## config.mk

```make
export PLATFORM = sky130hd
export DESIGN_NAME = csr_unit
export DESIGN_NICKNAME = d
export VERILOG_FILES = /design/src/design/csr_pkg.sv /design/src/design/csr_decode.sv /design/src/design/csr_irq_arbiter.sv /design/src/design/csr_counters.sv /design/src/design/csr_regfile.sv /design/src/design/csr_unit.sv
export SDC_FILE = /design/constraint.sdc
export NUM_CORES = 2
export LEC_CHECK = 0
export BUFFER_PORTS_ARGS = -buffer_cell sky130_fd_sc_hd__buf_2
export CORE_MARGIN = 5
export CORE_UTILIZATION = 59
export DETAILED_ROUTE_END_ITERATION = 8
export PLACE_DENSITY = 0.79
export SLEW_MARGIN = 20
export SYNTH_ARGS = -nofsm -noshare
export SYNTH_HDL_FRONTEND = slang
export SYNTH_SLANG_ARGS = --single-unit
```

## constraint.sdc

```tcl
create_clock -name clk_i -period 3.7 [get_ports clk_i]
set_clock_uncertainty 0.2 [all_clocks]
set_input_delay 0.37 -clock clk_i [delete_from_list [all_inputs] [get_ports clk_i]]
set_output_delay 0.37 -clock clk_i [all_outputs]
set_load 0.05 [all_outputs]
```

## src/design/csr_pkg.sv

```systemverilog
package csr_pkg;

   typedef logic [63:0] word_t;
   typedef logic [11:0] csr_addr_t;
   typedef logic [3:0]  ecode_t;
   // Bit 0 software, bit 1 timer, bit 2 external
   typedef logic [2:0]  irq_vec_t;

   typedef enum logic [1:0]
   {
      priv_u = 2'd0,
      priv_m = 2'd3
   } priv_e;

   typedef enum logic [3:0]
   {
      op_csrrw,
      op_csrrs,
      op_csrrc,
      op_csrrwi,
      op_csrrsi,
      op_csrrci,
      op_ecall,
      op_ebreak,
      op_mret,
      op_wfi,
      op_take_irq,
      op_illegal
   } csr_op_e;

   localparam csr_addr_t addr_mstatus       = 12'h300;
   localparam csr_addr_t addr_misa          = 12'h301;
   localparam csr_addr_t addr_mie           = 12'h304;
   localparam csr_addr_t addr_mtvec         = 12'h305;
   localparam csr_addr_t addr_mcounteren    = 12'h306;
   localparam csr_addr_t addr_mcountinhibit = 12'h320;
   localparam csr_addr_t addr_mscratch      = 12'h340;
   localparam csr_addr_t addr_mepc          = 12'h341;
   localparam csr_addr_t addr_mcause        = 12'h342;
   localparam csr_addr_t addr_mtval         = 12'h343;
   localparam csr_addr_t addr_mip           = 12'h344;
   localparam csr_addr_t addr_mcycle        = 12'hb00;
   localparam csr_addr_t addr_minstret      = 12'hb02;
   localparam csr_addr_t addr_cycle         = 12'hc00;
   localparam csr_addr_t addr_instret       = 12'hc02;
   localparam csr_addr_t addr_mvendorid     = 12'hf11;
   localparam csr_addr_t addr_marchid       = 12'hf12;
   localparam csr_addr_t addr_mimpid        = 12'hf13;
   localparam csr_addr_t addr_mhartid       = 12'hf14;

   localparam ecode_t ecode_illegal    = 4'd2;
   localparam ecode_t ecode_breakpoint = 4'd3;
   localparam ecode_t ecode_ecall_u    = 4'd8;
   localparam ecode_t ecode_ecall_m    = 4'd11;
   localparam ecode_t ecode_irq_soft   = 4'd3;
   localparam ecode_t ecode_irq_timer  = 4'd7;
   localparam ecode_t ecode_irq_ext    = 4'd11;

   // mstatus field positions
   localparam int mstatus_mie_bit  = 3;
   localparam int mstatus_mpie_bit = 7;
   localparam int mstatus_mpp_lsb  = 11;
   localparam int mstatus_tw_bit   = 21;

   // RV64, extensions A I S U
   localparam word_t misa_value    = {2'b10, 36'b0, 26'h140101};
   localparam word_t marchid_value = 64'd13;
   localparam word_t mimpid_value  = 64'd1;

endpackage

```

## src/design/csr_decode.sv

```systemverilog
`timescale 1ns/1ps

module csr_decode
  (input  logic                cmd_v_i
   , input  csr_pkg::csr_op_e  cmd_op_i
   , input  csr_pkg::csr_addr_t cmd_addr_i
   , input  csr_pkg::word_t    cmd_data_i
   , input  csr_pkg::word_t    rdata_i
   , input  csr_pkg::priv_e    priv_i
   , input  csr_pkg::word_t    mcounteren_i
   , input  logic              tw_i
   , output csr_pkg::word_t    wdata_o
   , output logic              wr_en_o
   , output logic              illegal_o
   , output logic              trap_v_o
   , output csr_pkg::ecode_t   cause_o
   , output logic              eret_v_o
   );

   import csr_pkg::*;

   word_t imm;
   logic  is_u;
   logic  known;
   logic  read_only;
   logic  csr_bad;

   assign imm  = word_t'(cmd_data_i[4:0]);
   assign is_u = (priv_i == priv_u);

   assign known = cmd_addr_i inside {addr_mstatus, addr_misa, addr_mie, addr_mtvec,
                                     addr_mcounteren, addr_mcountinhibit, addr_mscratch,
                                     addr_mepc, addr_mcause, addr_mtval, addr_mip,
                                     addr_mcycle, addr_minstret, addr_cycle, addr_instret,
                                     addr_mvendorid, addr_marchid, addr_mimpid, addr_mhartid};

   // Top address bits 11 mark the read-only space
   assign read_only = (cmd_addr_i == addr_misa) || (cmd_addr_i[11:10] == 2'b11);

   assign csr_bad = !known || (priv_i < cmd_addr_i[9:8])
                    || (is_u && (cmd_addr_i == addr_cycle) && !mcounteren_i[0])
                    || (is_u && (cmd_addr_i == addr_instret) && !mcounteren_i[2]);

   always_comb
   begin
      case (cmd_op_i)
         op_csrrw:  wdata_o = cmd_data_i;
         op_csrrs:  wdata_o = cmd_data_i | rdata_i;
         op_csrrc:  wdata_o = ~cmd_data_i & rdata_i;
         op_csrrwi: wdata_o = imm;
         op_csrrsi: wdata_o = imm | rdata_i;
         op_csrrci: wdata_o = ~imm & rdata_i;
         default:   wdata_o = '0;
      endcase
   end

   always_comb
   begin
      illegal_o = 1'b0;
      trap_v_o  = 1'b0;
      cause_o   = '0;
      eret_v_o  = 1'b0;
      wr_en_o   = 1'b0;
      if (cmd_v_i)
      begin
         case (cmd_op_i)
            op_csrrw, op_csrrs, op_csrrc, op_csrrwi, op_csrrsi, op_csrrci:
            begin
               illegal_o = csr_bad;
               wr_en_o   = !csr_bad && !read_only;
            end
            op_ecall:
            begin
               trap_v_o = 1'b1;
               cause_o  = is_u ? ecode_ecall_u : ecode_ecall_m;
            end
            op_ebreak:
            begin
               trap_v_o = 1'b1;
               cause_o  = ecode_breakpoint;
            end
            op_mret:
            begin
               illegal_o = is_u;
               eret_v_o  = !is_u;
            end
            // Otherwise a no-op here
            op_wfi:      illegal_o = is_u && tw_i;
            op_take_irq: illegal_o = 1'b0;
            default:     illegal_o = 1'b1;
         endcase
         if (illegal_o)
         begin
            trap_v_o = 1'b1;
            cause_o  = ecode_illegal;
         end
      end
      assert (!(trap_v_o && eret_v_o))
         else $error("csr_decode: trap and mret in the same command");
   end

endmodule

```

## src/design/csr_irq_arbiter.sv

```systemverilog
`timescale 1ns/1ps

module csr_irq_arbiter
  (input  csr_pkg::irq_vec_t mip_i
   , input  csr_pkg::irq_vec_t mie_i
   , input  logic              global_en_i
   , output logic              irq_v_o
   , output csr_pkg::ecode_t   irq_code_o
   );

   import csr_pkg::*;

   irq_vec_t masked;

   always_comb
   begin
      masked  = mip_i & mie_i & {3{global_en_i}};
      irq_v_o = 1'b1;
      // Software first, external last
      if (masked[0])
         irq_code_o = ecode_irq_soft;
      else if (masked[1])
         irq_code_o = ecode_irq_timer;
      else if (masked[2])
         irq_code_o = ecode_irq_ext;
      else
      begin
         irq_v_o    = 1'b0;
         irq_code_o = '0;
      end
      assert (!irq_v_o || (masked != '0))
         else $error("csr_irq_arbiter: interrupt without a pending enabled source");
   end

endmodule

```

## src/design/csr_counters.sv

```systemverilog
`timescale 1ns/1ps

module csr_counters
  (input  logic             clk_i
   , input  logic           rst_i
   , input  logic           instret_i
   , input  csr_pkg::word_t inhibit_i
   , input  logic           cycle_we_i
   , input  logic           instret_we_i
   , input  csr_pkg::word_t wdata_i
   , output csr_pkg::word_t mcycle_o
   , output csr_pkg::word_t minstret_o
   );

   import csr_pkg::*;

   // Software write wins over the count
   always_ff @(posedge clk_i)
   begin
      if (rst_i)
      begin
         mcycle_o   <= '0;
         minstret_o <= '0;
      end
      else
      begin
         if (cycle_we_i)
            mcycle_o <= wdata_i;
         else if (!inhibit_i[0])
            mcycle_o <= mcycle_o + word_t'(1);

         if (instret_we_i)
            minstret_o <= wdata_i;
         else if (!inhibit_i[2])
            minstret_o <= minstret_o + word_t'(instret_i);
      end
   end

   // Inhibited cycle counter holds its value
   cycle_hold_a : assert property (@(posedge clk_i) disable iff (rst_i)
      (inhibit_i[0] && !cycle_we_i) |=> $stable(mcycle_o));

endmodule

```

## src/design/csr_regfile.sv

```systemverilog
`timescale 1ns/1ps

module csr_regfile
  #(parameter int pc_width_p = 39)
  (input  logic                     clk_i
   , input  logic                   rst_i
   , input  logic                   cmd_v_i
   , input  csr_pkg::csr_op_e       cmd_op_i
   , input  csr_pkg::csr_addr_t     cmd_addr_i
   , input  logic [pc_width_p-1:0]  cmd_pc_i
   , input  csr_pkg::word_t         cmd_instr_i
   , input  csr_pkg::word_t         hartid_i
   , input  csr_pkg::word_t         wdata_i
   , input  logic                   wr_en_i
   , input  logic                   trap_v_i
   , input  csr_pkg::ecode_t        cause_i
   , input  logic                   eret_v_i
   , input  logic                   irq_v_i
   , input  csr_pkg::ecode_t        irq_code_i
   , input  csr_pkg::irq_vec_t      irq_i
   , input  csr_pkg::word_t         mcycle_i
   , input  csr_pkg::word_t         minstret_i
   , output csr_pkg::word_t         rdata_o
   , output csr_pkg::priv_e         priv_o
   , output csr_pkg::word_t         mstatus_o
   , output csr_pkg::word_t         mcounteren_o
   , output csr_pkg::irq_vec_t      mie_o
   , output csr_pkg::irq_vec_t      mip_o
   , output csr_pkg::word_t         mcountinhibit_o
   , output logic                   cycle_we_o
   , output logic                   instret_we_o
   , output logic [pc_width_p-1:0]  trap_pc_o
   );

   import csr_pkg::*;

   logic  status_mie_r;
   logic  status_mpie_r;
   priv_e status_mpp_r;
   logic  status_tw_r;
   word_t mtvec_r;
   word_t mscratch_r;
   word_t mepc_r;
   word_t mcause_r;
   word_t mtval_r;
   logic  irq_trap;
   logic  take_trap;

   // Interrupt bits sit at 3, 7 and 11
   function automatic word_t irq_word(irq_vec_t v);
      word_t w;
      w     = '0;
      w[3]  = v[0];
      w[7]  = v[1];
      w[11] = v[2];
      return w;
   endfunction

   assign irq_trap  = cmd_v_i && (cmd_op_i == op_take_irq) && irq_v_i;
   assign take_trap = trap_v_i || irq_trap;

   assign cycle_we_o   = wr_en_i && (cmd_addr_i == addr_mcycle);
   assign instret_we_o = wr_en_i && (cmd_addr_i == addr_minstret);

   assign trap_pc_o = eret_v_i ? mepc_r[pc_width_p-1:0] : {mtvec_r[pc_width_p-1:2], 2'b00};

   always_comb
   begin
      mstatus_o                            = '0;
      mstatus_o[mstatus_mie_bit]           = status_mie_r;
      mstatus_o[mstatus_mpie_bit]          = status_mpie_r;
      mstatus_o[mstatus_mpp_lsb +: 2]      = status_mpp_r;
      mstatus_o[mstatus_tw_bit]            = status_tw_r;
   end

   always_comb
   begin
      case (cmd_addr_i)
         addr_mstatus:               rdata_o = mstatus_o;
         addr_misa:                  rdata_o = misa_value;
         addr_mie:                   rdata_o = irq_word(mie_o);
         addr_mip:                   rdata_o = irq_word(mip_o);
         addr_mtvec:                 rdata_o = mtvec_r;
         addr_mcounteren:            rdata_o = mcounteren_o;
         addr_mcountinhibit:         rdata_o = mcountinhibit_o;
         addr_mscratch:              rdata_o = mscratch_r;
         addr_mepc:                  rdata_o = mepc_r;
         addr_mcause:                rdata_o = mcause_r;
         addr_mtval:                 rdata_o = mtval_r;
         addr_mcycle, addr_cycle:    rdata_o = mcycle_i;
         addr_minstret, addr_instret: rdata_o = minstret_i;
         addr_marchid:               rdata_o = marchid_value;
         addr_mimpid:                rdata_o = mimpid_value;
         addr_mhartid:               rdata_o = hartid_i;
         default:                    rdata_o = '0;
      endcase
   end

   always_ff @(posedge clk_i)
   begin
      if (rst_i)
      begin
         priv_o          <= priv_m;
         status_mie_r    <= 1'b0;
         status_mpie_r   <= 1'b0;
         status_mpp_r    <= priv_u;
         status_tw_r     <= 1'b0;
         mie_o           <= '0;
         mip_o           <= '0;
         mtvec_r         <= '0;
         mcounteren_o    <= '0;
         mcountinhibit_o <= '0;
         mscratch_r      <= '0;
         mepc_r          <= '0;
         mcause_r        <= '0;
         mtval_r         <= '0;
      end
      else
      begin
         mip_o <= irq_i;
         if (take_trap)
         begin
            priv_o        <= priv_m;
            status_mpp_r  <= priv_o;
            status_mpie_r <= status_mie_r;
            status_mie_r  <= 1'b0;
            mepc_r        <= word_t'($signed(cmd_pc_i));
            mcause_r      <= irq_trap ? {1'b1, 59'b0, irq_code_i} : word_t'(cause_i);
            mtval_r       <= (trap_v_i && (cause_i == ecode_illegal)) ? cmd_instr_i : '0;
         end
         else if (eret_v_i)
         begin
            priv_o        <= status_mpp_r;
            status_mie_r  <= status_mpie_r;
            status_mpie_r <= 1'b1;
            status_mpp_r  <= priv_u;
         end
         else if (wr_en_i)
         begin
            case (cmd_addr_i)
               addr_mstatus:
               begin
                  status_mie_r  <= wdata_i[mstatus_mie_bit];
                  status_mpie_r <= wdata_i[mstatus_mpie_bit];
                  // Only M and U exist
                  status_mpp_r  <= (wdata_i[mstatus_mpp_lsb +: 2] == 2'b11) ? priv_m : priv_u;
                  status_tw_r   <= wdata_i[mstatus_tw_bit];
               end
               addr_mie:           mie_o <= {wdata_i[11], wdata_i[7], wdata_i[3]};
               addr_mtvec:         mtvec_r <= wdata_i;
               addr_mcounteren:    mcounteren_o <= wdata_i;
               addr_mcountinhibit: mcountinhibit_o <= wdata_i;
               addr_mscratch:      mscratch_r <= wdata_i;
               addr_mepc:          mepc_r <= wdata_i;
               addr_mcause:        mcause_r <= wdata_i;
               addr_mtval:         mtval_r <= wdata_i;
               default:
               begin
               end
            endcase
         end
      end
   end

   // Any trap lands in machine mode with interrupts off
   trap_to_m_a : assert property (@(posedge clk_i) disable iff (rst_i)
      take_trap |=> (priv_o == priv_m) && !status_mie_r);

endmodule

```

## src/design/csr_unit.sv

```systemverilog
`timescale 1ns/1ps

module csr_unit
  #(parameter int pc_width_p = 39)
  (input  logic                     clk_i
   , input  logic                   rst_i
   , input  logic                   cmd_v_i
   , input  csr_pkg::csr_op_e       cmd_op_i
   , input  csr_pkg::csr_addr_t     cmd_addr_i
   , input  csr_pkg::word_t         cmd_data_i
   , input  logic [pc_width_p-1:0]  cmd_pc_i
   , input  csr_pkg::word_t         cmd_instr_i
   , input  csr_pkg::word_t         hartid_i
   , input  logic                   instret_i
   , input  logic                   timer_irq_i
   , input  logic                   software_irq_i
   , input  logic                   external_irq_i
   , output csr_pkg::word_t         csr_data_o
   , output logic                   illegal_instr_o
   , output logic                   trap_v_o
   , output logic                   eret_v_o
   , output logic [pc_width_p-1:0]  trap_pc_o
   , output csr_pkg::priv_e         priv_mode_o
   , output logic                   accept_irq_o
   );

   import csr_pkg::*;

   word_t    wdata;
   logic     wr_en;
   ecode_t   cause;
   ecode_t   irq_code;
   word_t    mstatus;
   word_t    mcounteren;
   word_t    mcountinhibit;
   irq_vec_t mie;
   irq_vec_t mip;
   logic     global_en;
   logic     cycle_we;
   logic     instret_we;
   word_t    mcycle;
   word_t    minstret;

   // User mode always takes machine interrupts
   assign global_en = mstatus[mstatus_mie_bit] || (priv_mode_o == priv_u);

   csr_decode u_decode
     (.cmd_v_i      (cmd_v_i)
      , .cmd_op_i     (cmd_op_i)
      , .cmd_addr_i   (cmd_addr_i)
      , .cmd_data_i   (cmd_data_i)
      , .rdata_i      (csr_data_o)
      , .priv_i       (priv_mode_o)
      , .mcounteren_i (mcounteren)
      , .tw_i         (mstatus[mstatus_tw_bit])
      , .wdata_o      (wdata)
      , .wr_en_o      (wr_en)
      , .illegal_o    (illegal_instr_o)
      , .trap_v_o     (trap_v_o)
      , .cause_o      (cause)
      , .eret_v_o     (eret_v_o)
      );

   csr_irq_arbiter u_irq_arbiter
     (.mip_i         (mip)
      , .mie_i       (mie)
      , .global_en_i (global_en)
      , .irq_v_o     (accept_irq_o)
      , .irq_code_o  (irq_code)
      );

   csr_counters u_counters
     (.clk_i          (clk_i)
      , .rst_i        (rst_i)
      , .instret_i    (instret_i)
      , .inhibit_i    (mcountinhibit)
      , .cycle_we_i   (cycle_we)
      , .instret_we_i (instret_we)
      , .wdata_i      (wdata)
      , .mcycle_o     (mcycle)
      , .minstret_o   (minstret)
      );

   csr_regfile #(.pc_width_p(pc_width_p)) u_regfile
     (.clk_i             (clk_i)
      , .rst_i           (rst_i)
      , .cmd_v_i         (cmd_v_i)
      , .cmd_op_i        (cmd_op_i)
      , .cmd_addr_i      (cmd_addr_i)
      , .cmd_pc_i        (cmd_pc_i)
      , .cmd_instr_i     (cmd_instr_i)
      , .hartid_i        (hartid_i)
      , .wdata_i         (wdata)
      , .wr_en_i         (wr_en)
      , .trap_v_i        (trap_v_o)
      , .cause_i         (cause)
      , .eret_v_i        (eret_v_o)
      , .irq_v_i         (accept_irq_o)
      , .irq_code_i      (irq_code)
      , .irq_i           ({external_irq_i, timer_irq_i, software_irq_i})
      , .mcycle_i        (mcycle)
      , .minstret_i      (minstret)
      , .rdata_o         (csr_data_o)
      , .priv_o          (priv_mode_o)
      , .mstatus_o       (mstatus)
      , .mcounteren_o    (mcounteren)
      , .mie_o           (mie)
      , .mip_o           (mip)
      , .mcountinhibit_o (mcountinhibit)
      , .cycle_we_o      (cycle_we)
      , .instret_we_o    (instret_we)
      , .trap_pc_o       (trap_pc_o)
      );

endmodule

```

==> impl_metrics.toml <==
[clock_tree]
htreeDepth = 3
clock_latency_ns = 0.63
cts_sinks = 589
cts_tree = "built"
clockRootBuffer = "clkbuf_16"
path_clk_slew_ns = 0.06
clockBufferDepth = 3
cts_buffers = 66

[grt]
grt_antenna_before_repair = 7
grt_pass1_vias = 35100
grt_max_degree = 129
grt_pass1_wl_um = 218000
grt-ovfl-total = 0
globalRouteTotalUtil_pct = 50.0

[floorplan]
core_um2 = 52300
num_rows = 84
dieWidth_um = 239
dieArea_um2 = 57200
initial_core_util_pct = 59.2
pin_count = 363
die_y_um = 239

[finish]
layout.nets = 4643
final_area_um2 = 39300
area_growth_pct = 26.8
nFillCells = 3853
drive_gt1_share_pct = 22.2

[synth]
muxShareOfSynthArea_pct = 3.44
synth_top_flop_cell = "dfxtp_1"
synth-xor-area-share_pct = 3.53
avgSynthCellArea_um2 = 8.04
yosys.area_share.simple_pct = 22.6
synth_top_family_by_area = "compound AO/OA/AOI/OAI gates"
synth_edf_count = 0
async_flop_share_pct = 0
synth-seq-area-share_pct = 38.0
synth_seq_cells = 589
synth_adder_area_share_pct = 0.161
ys_warn_count = 0
synth-compound-area-share_pct = 26.1
synth_nets = 4114
ys_types = 106
syn_inst = 3856
synth.cell_area_um2 = 31000

[drt]
drc = 0
routed_wl_um = 151000
dr.pass1.iters = 9
drtIter0Drc = 6743
via_count = 36800
drt-vias-per-instance = 7.18
ant_nets = 0
wl_per_cell_um = 29.4

[sta]
fin_ws_ns = 0.0471
setup_viol = 0
period_share_pct = 98.7
hold_ws_ns = 0.0397
tightestPinTransition_ns = 1.12
hold_viol = 0
maxSlewViolCount = 0
final.setup.tns_ns = 0
fmax_mhz = 274
rsz0062_at_grt = "no"
slew_headroom_pct = 23.6
period_minus_slack_ns = 3.65

[power_and_ir_drop]
irDropWorstVdd_uv = 324
leakagePower_uw = 0.0146
power_density_nw_per_um2 = 374

[job]
cap_violations = 0

[setup_path]
crit_arrival_ns = 3.08
startpoint_type = "primary input"
critPathKind = "in -> out"
critical_path.max_fanout = 12
cp-end-kind = "output pin"
worstPathRequired_ns = 3.13

[placement]
dp_slack_ns = 0.0540
placed_area_um2 = 36000
io_buffers = 362
globalplace.congestion = 1.04
dp_hpwl_um = 100000

[outcome]
status = "finished clean"

[worst_hold_path]
hp-class = "in -> reg"
## worst max-delay path, cell delays in order
cell	delay, ns
buf_2	0.30
buf_4	0.29
nor4b_4	0.08
nand3_1	0.25
buf_4	0.23
o221ai_1	0.12
a2111oi_0	0.95
buf_4	0.24
inv_1	0.03
buf_2	0.20
## cells by family after synthesis
group | after synthesis
AO/OA/AOI/OAI | 1111
XOR/XNOR | 125
adder cells (fa/ha/maj) | 4
buffers and inverters | 415
flip-flops | 589
multiplexers | 96
AND/OR/NAND/NOR | 1516
## final timing paths
check	from	endpoint	slack, ns	cells after the start
max	cmd_addr_i[1]	csr_data_o[43]	0.05	10
min	cmd_data_i[20]	u_regfile.mtvec_r[20]$_SDFFE_PP0P_	0.04	5
max reg2reg	u_regfile.priv_o[1]$_SDFFE_PP1P_	u_regfile.mepc_r[5]$_SDFFE_PP0P_	0.24	11
min reg2reg	u_regfile.mcountinhibit_o[15]$_SDFFE_PP0P_	u_regfile.mcountinhibit_o[15]$_SDFFE_PP0P_	0.25	2
## cell usage after synthesis, drive strengths merged, types with 9 or more instances
cell type	n	share of area, %
and3b	11	0.31
a211oi	283	7.0
o21a	16	0.39
o22ai	12	0.24
a22o	50	1.4
dfxtp	589	38
a22oi	129	3.2
a2111oi	9	0.44
mux2i	39	1.3
a221oi	58	1.6
nor3	100	1.8
a32o	13	0.42
a222oi	33	1.1
and2	13	0.26
xnor2	79	2.2
a21oi	253	4.1
xor2	46	1.3
a21o	11	0.27
o211ai	19	0.48
a2bb2oi	24	0.68
nor2b	16	0.32
nand2b	14	0.28
nor4	16	0.38
o2111ai	9	0.25
nand3	99	1.6
o2bb2ai	12	0.34
or3	18	0.36
nor2	484	5.9
o221ai	9	0.25
nand2	544	6.6
and4	25	0.71
clkbuf	195	2.4
nand4	91	1.9
mux2	54	2.0
and3	33	0.68
a32oi	13	0.37
buf	175	3.2
o21ai	110	2.1
inv	45	0.54
## layout make-up
class	instances	area [um2]	share of cell area, %
multi-input cells	2852	17600	44.7
flip-flops and latches	589	11800	30.0
repair buffers	831	6790	17.3
clock buffers	98	1920	4.89
well taps	688	861	2.19
clock inverters	20	186	0.474
inverters	45	169	0.430
diodes	3	7.51	0.0191
## per-stage QoR
| step | utilization, % | total power [uW] | instances |
|---|---|---|---|
| 4_1_cts | 75.0 | 14500 | 5123 |
| 3_5_place_dp | 68.8 | 8050 | 4888 |
| 2_1_floorplan | - | 7350 | 3856 |
| 3_3_place_gp | 68.8 | 8030 | 4888 |
| 5_1_grt | 75.1 | 15000 | 5124 |
| 6_report | 75.1 | 14700 | 5126 |
## layout by cell type, fill, tap and decap left out, drive strengths merged, types with 12 or more instances in the layout
master / instances
xor2: 46
a22o: 50
a22oi: 129
o211ai: 19
a221oi: 58
nand2: 544
o22ai: 12
nor2b: 16
a211oi: 283
xnor2: 79
inv: 51
and3: 33
mux2i: 39
or3: 18
a32oi: 13
nand4: 91
dlygate4sd3: 117
mux2: 54
nand2b: 14
o21a: 16
a2bb2oi: 24
nor3: 100
a21oi: 253
dfxtp: 589
a222oi: 33
a32o: 13
o21ai: 110
o2bb2ai: 12
and2: 13
clkbuf: 98
buf: 714
nor2: 484
nand3: 99
nor4: 16
and4: 25
## report_power, final
part	switching [uW]	internal [uW]
logic	969	581
clock network	2820	3760
registers	106	6470
total	3900	10800
## metal layers
metal  track usage [%]  vias to the layer above  share of wire (%)
li1                  -                    15100                  -
met3              17.5                     1133                 16
met4              39.1                       10                 11
met5             0.253                        -              0.053
met2              73.5                     3657                 41
met1              59.7                    16800                 32
## repair_timing
| action | CTS | global route |
|---|---|---|
| gates resized for setup | 0 | 1 |
| endpoints found under the hold margin | 135 | 0 |
| buffers inserted | 0 | 0 |
| endpoints found under the setup margin | 0 | 1 |
| hold buffers | 117 | 0 |
No activity file was read; power rests on OpenSTA's default activity.
